## src/hdl/alu_pkg.sv

```systemverilog
package alu_pkg;

	// Iterations needed by multiply and divide
	// One step per operand bit
	localparam int STEPS = 32;

	// Operand and partial result word
	typedef logic [31:0] word_t;

	// Full result, wide enough for the product
	typedef logic [63:0] dword_t;

	// Shift amount taken from the low bits of b
	typedef logic [4:0] shamt_t;

	// Index of the current multiply or divide step
	typedef logic [$clog2(STEPS)-1:0] step_cnt_t;

	// Opcode encoding
	// Bit 0 selects subtract or right shift
	// Bit 1 selects negate or rotate
	// Shifts are 1 1 arith rot right
	typedef enum logic [4:0] {
		OP_NOT  = 5'b00001,
		OP_AND  = 5'b00010,
		OP_OR   = 5'b00011,
		OP_ADD  = 5'b00100,
		OP_SUB  = 5'b00101,
		OP_NEG  = 5'b00111,
		OP_MUL  = 5'b01000,
		OP_DIV  = 5'b01001,
		OP_SHL  = 5'b11000,
		OP_SHR  = 5'b11001,
		OP_ROL  = 5'b11010,
		OP_ROR  = 5'b11011,
		OP_SHLA = 5'b11100,
		OP_SHRA = 5'b11101
	} alu_op_e;

	// Controller states
	// EXEC registers the chosen result
	// RUN steps the iterative units
	typedef enum logic [1:0] {
		IDLE,
		EXEC,
		RUN,
		DONE
	} ctrl_state_e;

endpackage

```

## src/hdl/alu_step_counter.sv

```systemverilog
`timescale 1ns/1ns

module alu_step_counter import alu_pkg::*; (
	input  logic clock,
	input  logic arst_n,
	input  logic load,
	input  logic step,
	output logic last
);

	step_cnt_t count_q;
	// Set once the final step has gone through
	logic      wrapped_q;

	always_ff @(posedge clock or negedge arst_n) begin
		if (!arst_n) begin
			count_q   <= '0;
			wrapped_q <= 1'b0;
		end else if (load) begin
			// Fresh operation starts at step zero
			count_q   <= '0;
			wrapped_q <= 1'b0;
		end else if (step) begin
			// Wraps back to zero after the last step
			count_q <= count_q + 1'b1;
			if (last)
				wrapped_q <= 1'b1;
		end
	end

	// High during the final step
	assign last = (count_q == step_cnt_t'(STEPS - 1));

	// Controller must leave RUN on the step flagged by last
	a_no_step_after_last: assert property (
		@(posedge clock) disable iff (!arst_n)
		step |-> !wrapped_q
	);

endmodule

```

## src/hdl/alu_logic_unit.sv

```systemverilog
`timescale 1ns/1ns

module alu_logic_unit import alu_pkg::*; (
	input  logic    clock,
	input  logic    arst_n,
	input  logic    load,
	input  alu_op_e op,
	input  word_t   a,
	input  word_t   b,
	output dword_t  result
);

	alu_op_e op_q;
	word_t   a_q;
	word_t   b_q;

	// Adder path
	word_t   add_l;
	word_t   add_r;
	word_t   add_out;

	// Shifter path
	shamt_t  shamt;
	dword_t  rot_l;
	dword_t  rot_r;
	word_t   shift_out;

	word_t   low_word;

	// Opcode and operands captured as the request is accepted
	always_ff @(posedge clock or negedge arst_n) begin
		if (!arst_n)
			op_q <= OP_NOT;
		else if (load)
			op_q <= op;
	end

	always_ff @(posedge clock) begin
		if (load) begin
			a_q <= a;
			b_q <= b;
		end
	end

	// Negate flag in bit 1 zeroes the left input
	assign add_l   = op_q[1] ? '0 : a_q;
	// Subtract flag in bit 0 gives two's complement of b
	assign add_r   = op_q[0] ? ~b_q : b_q;
	assign add_out = add_l + add_r + word_t'(op_q[0]);

	assign shamt = b_q[4:0];
	// Doubled word makes rotates fall out of plain shifts
	assign rot_l = {a_q, a_q} << shamt;
	assign rot_r = {a_q, a_q} >> shamt;

	always_comb begin
		if (op_q[1])
			// Rotate, direction from bit 0
			shift_out = op_q[0] ? rot_r[31:0] : rot_l[63:32];
		else if (op_q[0])
			// Arithmetic right fills with the sign of a
			shift_out = op_q[2] ? word_t'($signed(a_q) >>> shamt) : (a_q >> shamt);
		else
			// Arithmetic left is the same as logical left
			shift_out = a_q << shamt;
	end

	always_comb begin
		case (op_q)
			OP_NOT: low_word = ~a_q;
			OP_AND: low_word = a_q & b_q;
			OP_OR:  low_word = a_q | b_q;
			OP_ADD, OP_SUB, OP_NEG:
				low_word = add_out;
			OP_SHL, OP_SHR, OP_ROL, OP_ROR, OP_SHLA, OP_SHRA:
				low_word = shift_out;
			// Unknown or iterative opcodes give zero here
			default: low_word = '0;
		endcase
	end

	// Upper word stays zero for single-cycle ops
	assign result = dword_t'(low_word);

endmodule

```

## src/hdl/alu_multiplier.sv

```systemverilog
`timescale 1ns/1ns

module alu_multiplier import alu_pkg::*; (
	input  logic   clock,
	input  logic   arst_n,
	input  logic   load,
	input  logic   step,
	input  word_t  a,
	input  word_t  b,
	output dword_t product
);

	// Multiplicand, fixed for the whole operation
	word_t              mcand_q;
	// Upper half accumulates, lower half holds the shifting multiplier
	dword_t             prod_q;
	// Upper half plus optional multiplicand, with carry
	logic [STEPS:0]     hi_sum;

	// Add when the current multiplier bit is set
	always_comb begin
		if (prod_q[0])
			hi_sum = {1'b0, prod_q[63:32]} + {1'b0, mcand_q};
		else
			hi_sum = {1'b0, prod_q[63:32]};
	end

	always_ff @(posedge clock or negedge arst_n) begin
		if (!arst_n) begin
			mcand_q <= '0;
			prod_q  <= '0;
		end else if (load) begin
			// Accumulator cleared, multiplier parked in the low half
			mcand_q <= a;
			prod_q  <= {32'b0, b};
		end else if (step) begin
			// Shift right one bit, the carry drops into bit 63
			// Used multiplier bit falls off the bottom
			prod_q <= {hi_sum, prod_q[STEPS-1:1]};
		end
	end

	// Valid once STEPS steps have passed
	assign product = prod_q;

endmodule

```

## src/hdl/alu_divider.sv

```systemverilog
`timescale 1ns/1ns

module alu_divider import alu_pkg::*; (
	input  logic  clock,
	input  logic  arst_n,
	input  logic  load,
	input  logic  step,
	input  word_t a,
	input  word_t b,
	output word_t quotient,
	output word_t remainder
);

	// Divisor, fixed for the whole operation
	word_t            div_q;
	// Partial remainder
	word_t            rem_q;
	// Dividend bits shift out of the top, quotient bits shift in at the bottom
	word_t            quo_q;

	// Partial remainder with next dividend bit appended
	logic [STEPS:0]   shifted;
	// Trial subtraction, top bit is the borrow
	logic [STEPS+1:0] diff;
	logic             fits;

	assign shifted = {rem_q, quo_q[STEPS-1]};
	assign diff    = {1'b0, shifted} - {2'b0, div_q};
	// No borrow means the divisor fits
	assign fits    = !diff[STEPS+1];

	always_ff @(posedge clock or negedge arst_n) begin
		if (!arst_n) begin
			div_q <= '0;
			rem_q <= '0;
			quo_q <= '0;
		end else if (load) begin
			div_q <= b;
			rem_q <= '0;
			quo_q <= a;
		end else if (step) begin
			// Restore by keeping the shifted value when it does not fit
			// A result below the divisor always fits in one word
			if (fits)
				rem_q <= diff[STEPS-1:0];
			else
				rem_q <= shifted[STEPS-1:0];
			// Record one quotient bit
			quo_q <= {quo_q[STEPS-2:0], fits};
		end
	end

	// Zero divisor always fits
	// so the quotient ends all ones and the remainder collects a
	assign quotient  = quo_q;
	assign remainder = rem_q;

endmodule

```

## src/hdl/alu_ctrl.sv

```systemverilog
`timescale 1ns/1ns

module alu_ctrl import alu_pkg::*; (
	input  logic    clock,
	input  logic    arst_n,
	input  logic    req,
	input  alu_op_e op,
	input  logic    last,
	input  dword_t  logic_result,
	input  dword_t  product,
	input  word_t   quotient,
	input  word_t   remainder,
	output logic    load,
	output logic    step,
	output logic    ack,
	output dword_t  result
);

	ctrl_state_e state_q;
	// Own copy of the opcode for result selection
	alu_op_e     op_q;
	dword_t      sel_result;
	logic        iterative;

	// Multiply and divide go through RUN
	assign iterative = (op == OP_MUL) || (op == OP_DIV);

	// Accept a request straight from IDLE
	assign load = (state_q == IDLE) && req;
	// Iterative units advance every RUN cycle
	assign step = (state_q == RUN);

	always_comb begin
		case (op_q)
			OP_MUL:  sel_result = product;
			// Remainder in the upper word
			OP_DIV:  sel_result = {remainder, quotient};
			default: sel_result = logic_result;
		endcase
	end

	always_ff @(posedge clock or negedge arst_n) begin
		if (!arst_n) begin
			state_q <= IDLE;
			op_q    <= OP_NOT;
			ack     <= 1'b0;
			result  <= '0;
		end else begin
			case (state_q)
				IDLE: begin
					if (req) begin
						op_q    <= op;
						state_q <= iterative ? RUN : EXEC;
					end
				end
				RUN: begin
					// Units are final after the step marked by last
					if (last)
						state_q <= EXEC;
				end
				EXEC: begin
					// Register the chosen result and acknowledge
					result  <= sel_result;
					ack     <= 1'b1;
					state_q <= DONE;
				end
				DONE: begin
					// Hold ack and result while req stays high
					if (!req) begin
						ack     <= 1'b0;
						state_q <= IDLE;
					end
				end
				default: state_q <= IDLE;
			endcase
		end
	end

	// ack rises only in answer to a pending request
	a_ack_needs_req: assert property (
		@(posedge clock) disable iff (!arst_n)
		$rose(ack) |-> $past(req)
	);

	// Only multiply and divide ever step the iterative units
	a_step_in_run: assert property (
		@(posedge clock) disable iff (!arst_n)
		step |-> (op_q == OP_MUL) || (op_q == OP_DIV)
	);

endmodule

```

## src/hdl/alu_top.sv

```systemverilog
`timescale 1ns/1ns

module alu_top import alu_pkg::*; (
	input  logic    clock,
	input  logic    arst_n,
	input  logic    req,
	input  alu_op_e op,
	input  word_t   a,
	input  word_t   b,
	output logic    ack,
	output dword_t  result
);

	// Controller strobes
	logic   load;
	logic   step;
	logic   last;

	// Datapath results back to the controller
	dword_t logic_result;
	dword_t product;
	word_t  quotient;
	word_t  remainder;

	alu_ctrl u_ctrl (
		.clock        (clock),
		.arst_n       (arst_n),
		.req          (req),
		.op           (op),
		.last         (last),
		.logic_result (logic_result),
		.product      (product),
		.quotient     (quotient),
		.remainder    (remainder),
		.load         (load),
		.step         (step),
		.ack          (ack),
		.result       (result)
	);

	// Shared step count for multiply and divide
	alu_step_counter u_step_counter (
		.clock  (clock),
		.arst_n (arst_n),
		.load   (load),
		.step   (step),
		.last   (last)
	);

	alu_logic_unit u_logic_unit (
		.clock  (clock),
		.arst_n (arst_n),
		.load   (load),
		.op     (op),
		.a      (a),
		.b      (b),
		.result (logic_result)
	);

	// Both iterative units run together, controller picks one
	alu_multiplier u_multiplier (
		.clock   (clock),
		.arst_n  (arst_n),
		.load    (load),
		.step    (step),
		.a       (a),
		.b       (b),
		.product (product)
	);

	alu_divider u_divider (
		.clock     (clock),
		.arst_n    (arst_n),
		.load      (load),
		.step      (step),
		.a         (a),
		.b         (b),
		.quotient  (quotient),
		.remainder (remainder)
	);

endmodule

```

## config.mk

```make
export PLATFORM = sky130hd
export DESIGN_NAME = alu_top
export DESIGN_NICKNAME = d
export VERILOG_FILES = /design/src/hdl/alu_pkg.sv /design/src/hdl/alu_step_counter.sv /design/src/hdl/alu_logic_unit.sv /design/src/hdl/alu_multiplier.sv /design/src/hdl/alu_divider.sv /design/src/hdl/alu_ctrl.sv /design/src/hdl/alu_top.sv
export SDC_FILE = /design/constraint.sdc
export NUM_CORES = 1
export LEC_CHECK = 0
export CORE_ASPECT_RATIO = 1.75
export CORE_MARGIN = 8
export CORE_UTILIZATION = 50
export CTS_CLUSTER_SIZE = 8
export DETAILED_ROUTE_END_ITERATION = 12
export DONT_BUFFER_PORTS = 1
export PLACE_DENSITY_LB_ADDON = 0.08
export SLEW_MARGIN = 10
export SYNTH_ARGS = -nofsm -noshare
export SYNTH_HDL_FRONTEND = slang
export SYNTH_SLANG_ARGS = --single-unit
```

## constraint.sdc

```tcl
create_clock -name clock -period 6.2 [get_ports clock]
set_clock_uncertainty 0.1 [all_clocks]
set_input_delay 0.31 -clock clock [delete_from_list [all_inputs] [get_ports clock]]
set_output_delay 0.31 -clock clock [all_outputs]
set_load 0.05 [all_outputs]
```

Word level (Yosys, flattened, before mapping)
Index checks and enable logic that the tools add are counted.

word-level totals
  word-level logic and storage cells = 86
  flip-flop bits (word level) = 338
  input port bits = 72

operators by class
  $add $sub $neg = 5
  eq/ne operators = 23
  muxes and demuxes = 25
  reductions and logical operators = 11
  bitwise operators = 4
  shift-type cells = 5

operator list
  operator                                                          number
  32-bit 2-to-1 mux                                                 11
  32-bit one-hot mux with 5 select lines                            1
  64-bit 2-to-1 mux                                                 2
  64-bit one-hot mux with 2 select lines                            1
  32-bit NOT                                                        2
  64-bit by 5-bit left shift with 64-bit output                     1
  64-bit by 5-bit >> shifter with 32-bit output                     1
  5-bit == test (second input constant)                             7
  33-bit by 32-bit subtractor with 34-bit output                    1
  32-bit by 32-bit adder with 33-bit output                         1
  33-bit 2-to-1 mux                                                 1
  32-bit by 1-bit adder with 32-bit output                          1
  32-bit adder                                                      1
  32-bit bitwise AND                                                1
  32-bit OR                                                         1
  32-bit by 5-bit left shift with 32-bit output                     1
  32-bit by 5-bit >> shifter with 32-bit output                     1
  32-bit by 5-bit >>> shifter with 32-bit output                    1
  5-bit by 4-bit == test with 1-bit output (second input constant)  4
  5-bit by 3-bit == test with 1-bit output (second input constant)  3
  5-bit by 2-bit == test with 1-bit output (second input constant)  2
  5-bit 2-to-1 mux                                                  2
  2-bit 2-to-1 mux                                                  4
  2-bit one-hot mux with 4 select lines                             1
  other kinds (17)                                                  21

Logic depth before layout (Yosys ltp)
  depth in word-level cells = 6
  mapped depth = 17
  depth with buffers taken out = 12

By module
From an unflattened synthesis, not the netlist that was laid out.

second synthesis, totals
  cells, all modules = 3122
  area, all modules = 28328.4 µm²

modules (own cells, without submodules)
  module            sequential area each (µm²)  times used  cells an instance  area each (µm²)
  alu_logic_unit    2048.2                      1           1470               12000.3
  alu_divider       2402.3                      1           710                6182.2
  alu_multiplier    2402.3                      1           598                5836.8
  alu_ctrl          1803.0                      1           322                4032.6
  alu_step_counter  125.1                       1           22                 276.5

Least setup slack after synthesis
OpenSTA, ideal clock, no wires.

  path kind = flip-flop to flip-flop
  start = register u_ctrl.op_q[0]
  end = register u_ctrl.result[29]
  path slack = 1808 ps
  setup time = 72 ps
  stages on the path, launching flop included = 18
  arrival time = 4220 ps
  cell sequence = dfstp_2 buf_1 clkbuf_1 clkbuf_1 clkbuf_1 buf_2 xor2_1 ha_1 clkbuf_1 a21o_1 a21oi_1 o211ai_1 a311oi_1 o21ai_1 a31oi_1 o21ai_0 mux2_1 nor2_1

on the way
  word-level cells in the longest chain between the ends = 2
  elaborated cells between the ends (all ways) = 3

ends and longest elaborated chain
  item                                      line            RTL
  start: declaration                        alu_ctrl.sv:21  alu_op_e op_q;
  start signal: assignment                  alu_ctrl.sv:52  op_q <= op;
  5-bit by 4-bit == test with 1-bit output  alu_ctrl.sv:34  case (op_q)
  64-bit one-hot mux with 2 select lines *  alu_ctrl.sv:34
  end signal: assignment                    alu_ctrl.sv:63  result <= sel_result;
  end: declaration                          alu_ctrl.sv:16  output dword_t result

Every way passes the cells marked *; elsewhere a longest branch is shown, timed or not.
A chain may end at the register's enable or synchronous reset.

Final worst setup path
Same ends and word-level chain as after synthesis.

==> impl_metrics.ini <==
[cts]
cts_resized = 0
clk_pin_slew_ns = 0.06
clockBufferDepth = 3
cts_max_level = 2
clock_sinks = 333
cts_buffers = 48
postCtsSetupBuffers = 0
cts_root_buffer = clkbuf_16
cts-hold-fix-buffers = 70
tritoncts = done
clock_latency_ns = 0.58

[sta]
maxSlewViolCount = 0
tightest_slew_ns = 1.42
period_minus_slack_ns = 4.75
hold_slack_ns = -0.693
setup_viol = 0
setup_tns_ns = 0
relSlewSlack = 0.0530
hold_viol = 269
fin_crit_sh = 0.767
max_freq_ghz = 0.210
rsz0062_at_grt = false

[setup_path]
cp-end-kind = flop
rrSetupSlack_ns = 1.45
worstSetupStartpointType = flop
ff2ff_path_depth = 12
worstPathMaxFanout = 64
cp_cell_sequence = buf_4, xor2_1, ha_1, a21oi_1, o21a_1, o211ai_1, a221oi_2, o21ai_1, a31oi_1, o21ai_0, mux2_1, nor2_1
r2r_start = u_ctrl.op_q[0]$_DFFE_PN1P_
regToRegEndpoint = u_ctrl.result[29]$_DFFE_PN0P_
cp_data_arrival_time_ns = 5.17
slowest_stage = dfstp_4
critPathRequiredTime_ns = 6.62
slowest_delay_ns = 1.17
worstSetupPathType = flop to flop

[pwr]
internal-power_mw = 8.57
switching_share = 0.518
leakagePower_nw = 11.7
power_switching_mw = 9.22
vdd_drop_max_v = 0.000433
combPwrFrac = 0.580
seq_power_share = 0.283
power.density_nw_per_um2 = 627
p_clk_frac = 0.138

[cells_and_area]
register_area_um2 = 8660
drive_gt1_frac = 0.0956
layout.cells.most_common_list = 351 x nand2_1, 292 x o21ai_0, 267 x dfrtp_1
final_common_cell = nand2_1
layout.cells.non_filler = 3598
finalInstanceArea_um2 = 28400
num-nets-final = 3072
areaGrowthSynthToFinish_pct = 9.32
multi_input_area_um2 = 15900
nFillCells = 4731

[die]
start_util = 0.506
die_x_um = 188
design.core.area_um2 = 51300
num_rows = 110
die_height_um = 317
dieArea_um2 = 59800
pin_count = 137

[grt]
grt_pass1_wl_mm = 157
grt.overflow.total = 0
first_global_vias = 23857
grt_max_degree = 270
track_usage = 0.348
antenna_found_initial = 7

[placement]
dpl_cell_area_um2 = 26300
hpwl_mm = 79.3
dp_cells = 3448
gp_congestion = 1.03
io_buffers = 0

[outcome]
violations = hold timing
status = finished with violations

[logic_synthesis]
seq_area_frac_synth = 0.333
synth_cell_type_count = 87
syn-num-nets = 3125
avgSynthCellArea_um2 = 8.80
async_flop_share = 0.808
synthCells = 2949
ys_ff_latch = 333
synthFlopType = dfrtp_1
synth_edf_count = 64
synth.cell_area_um2 = 26000
yosysWarnings = 0

[drt]
first_pass_iters = 6
routed_wl_mm = 107
drt_first_iter_violations = 2001
vias_per_cell = 6.63
ant_nets = 0
vias = 23844
drc = 0
wl_per_cell_um = 29.7

[run]
maxCapViolations = 0

[hold_path]
hold_path.class = input pin to asynchronous set/reset pin
-- cells by family (layout without fill, tap and decap cells) --
logic type | count (synthesis) | after routing | synth area share
other cells | 0 | 9 | 0
mux | 342 | 342 | 0.170
flops | 333 | 333 | 0.333
buf+inv | 339 | 307 | 0.0542
fa+ha+maj | 104 | 104 | 0.0510
compound gates | 852 | 852 | 0.204
simple gates | 879 | 879 | 0.153
xor+xnor | 100 | 100 | 0.0337
-- power groups by stage --
stage | sequential, mW | combinational, mW | clock, mW
2_1_floorplan | 4.22 | 7.68 | 0
3_3_place_gp | 5.02 | 9.90 | 0
3_5_place_dp | 5.04 | 9.99 | 0
4_1_cts | 5.01 | 10.1 | 2.48
5_1_grt | 5.08 | 11.2 | 2.55
6_report | 5.03 | 10.3 | 2.45
-- metal layers --
layer  share of wire  wire length [um]  track usage  up-vias
li1                -                 -            -    10717
met1            0.34             36900        0.368    11713
met2            0.49             52600        0.593     1051
met3           0.059              6360       0.0526      363
met4            0.10             11100        0.308        0
met5               0                 0            0        -
-- worst max-delay path, delay by kind of cell, from the launching register on --
kind / cells / cell delay [ns]
AOI/OAI and AO/OA: 7 / 1.76
adders and majority gates: 1 / 0.39
DFF: 1 / 1.17
xor gates and xnor gates: 1 / 0.13
buffers and inverters: 1 / 0.58
muxes: 1 / 0.34
and+or+nand+nor: 1 / 0.10
-- through the flow --
stage / utilization / setup WS, ns / hold WS [ns] / total power [mW]
floorplan: - / 1.81 / -0.0856 / 11.9
global placement: 0.512 / 1.69 / -0.0780 / 14.9
detailed placement: 0.512 / 1.62 / -0.0771 / 15.0
CTS: 0.552 / 1.59 / -0.712 / 17.6
global route: 0.553 / 1.24 / -0.708 / 18.9
finish: 0.553 / 1.45 / -0.693 / 17.8
-- state kept, by name, summed over array words and instances, names as in the netlist --
register and flops:
u_ctrl.op_q 5, u_multiplier.product 64, u_ctrl.result 64, u_logic_unit.b_q 32, u_divider.quotient 32, u_step_counter.count_q 5
u_logic_unit.a_q 32, u_ctrl.ack 1, u_divider.remainder 32, u_ctrl.state_q 2, u_multiplier.mcand_q 32, u_divider.div_q 32
-- synth_stat cells (all sizes together) (11+ instances only) --
library cell / n / share of area
mux4: 68 / 0.060
a211oi: 46 / 0.013
nor2: 201 / 0.029
a21o: 48 / 0.014
buf: 71 / 0.015
inv: 104 / 0.015
edfxtp: 64 / 0.074
nand2b: 14 / 0.0034
nor3: 60 / 0.012
nor2b: 53 / 0.013
nand3: 88 / 0.017
xnor2: 45 / 0.015
clkbuf: 161 / 0.023
o21ai: 302 / 0.058
dfrtp: 268 / 0.26
mux2i: 203 / 0.079
a21oi: 196 / 0.038
nor4: 27 / 0.0065
o211ai: 42 / 0.012
a311oi: 23 / 0.0078
a31oi: 32 / 0.0077
ha: 101 / 0.049
nand2: 352 / 0.051
mux2: 71 / 0.031
and2: 15 / 0.0036
o21a: 20 / 0.0058
a221oi: 11 / 0.0042
or2: 11 / 0.0027
xor2: 55 / 0.019
and3: 21 / 0.0051
o22ai: 16 / 0.0039
-- cell type report --
| cell class | instances | share of cell area |
|---|---|---|
| multi-input combinational | 2277 | 0.561 |
| sequential | 333 | 0.305 |
| clock buffer | 67 | 0.0456 |
| timing repair buffer | 129 | 0.0412 |
| tap | 672 | 0.0296 |
| inverter | 107 | 0.0144 |
| clock inverter | 4 | 0.00190 |
| antenna | 9 | 0.000794 |
-- worst max path at each step --
stage,startpoint,slack [ns],to,depth (start not counted)
2_1_floorplan,u_ctrl.op_q[0]$_DFFE_PN1P_,1.81,u_ctrl.result[29]$_DFFE_PN0P_,17
3_3_place_gp,u_ctrl.op_q[0]$_DFFE_PN1P_,1.69,u_ctrl.result[29]$_DFFE_PN0P_,12
3_5_place_dp,u_ctrl.op_q[0]$_DFFE_PN1P_,1.62,u_ctrl.result[29]$_DFFE_PN0P_,12
4_1_cts,u_ctrl.op_q[0]$_DFFE_PN1P_,1.59,u_ctrl.result[29]$_DFFE_PN0P_,12
5_1_grt,u_ctrl.op_q[0]$_DFFE_PN1P_,1.24,u_ctrl.result[29]$_DFFE_PN0P_,12
6_report,u_ctrl.op_q[0]$_DFFE_PN1P_,1.45,u_ctrl.result[29]$_DFFE_PN0P_,12
(Power assumes the default switching activity.)
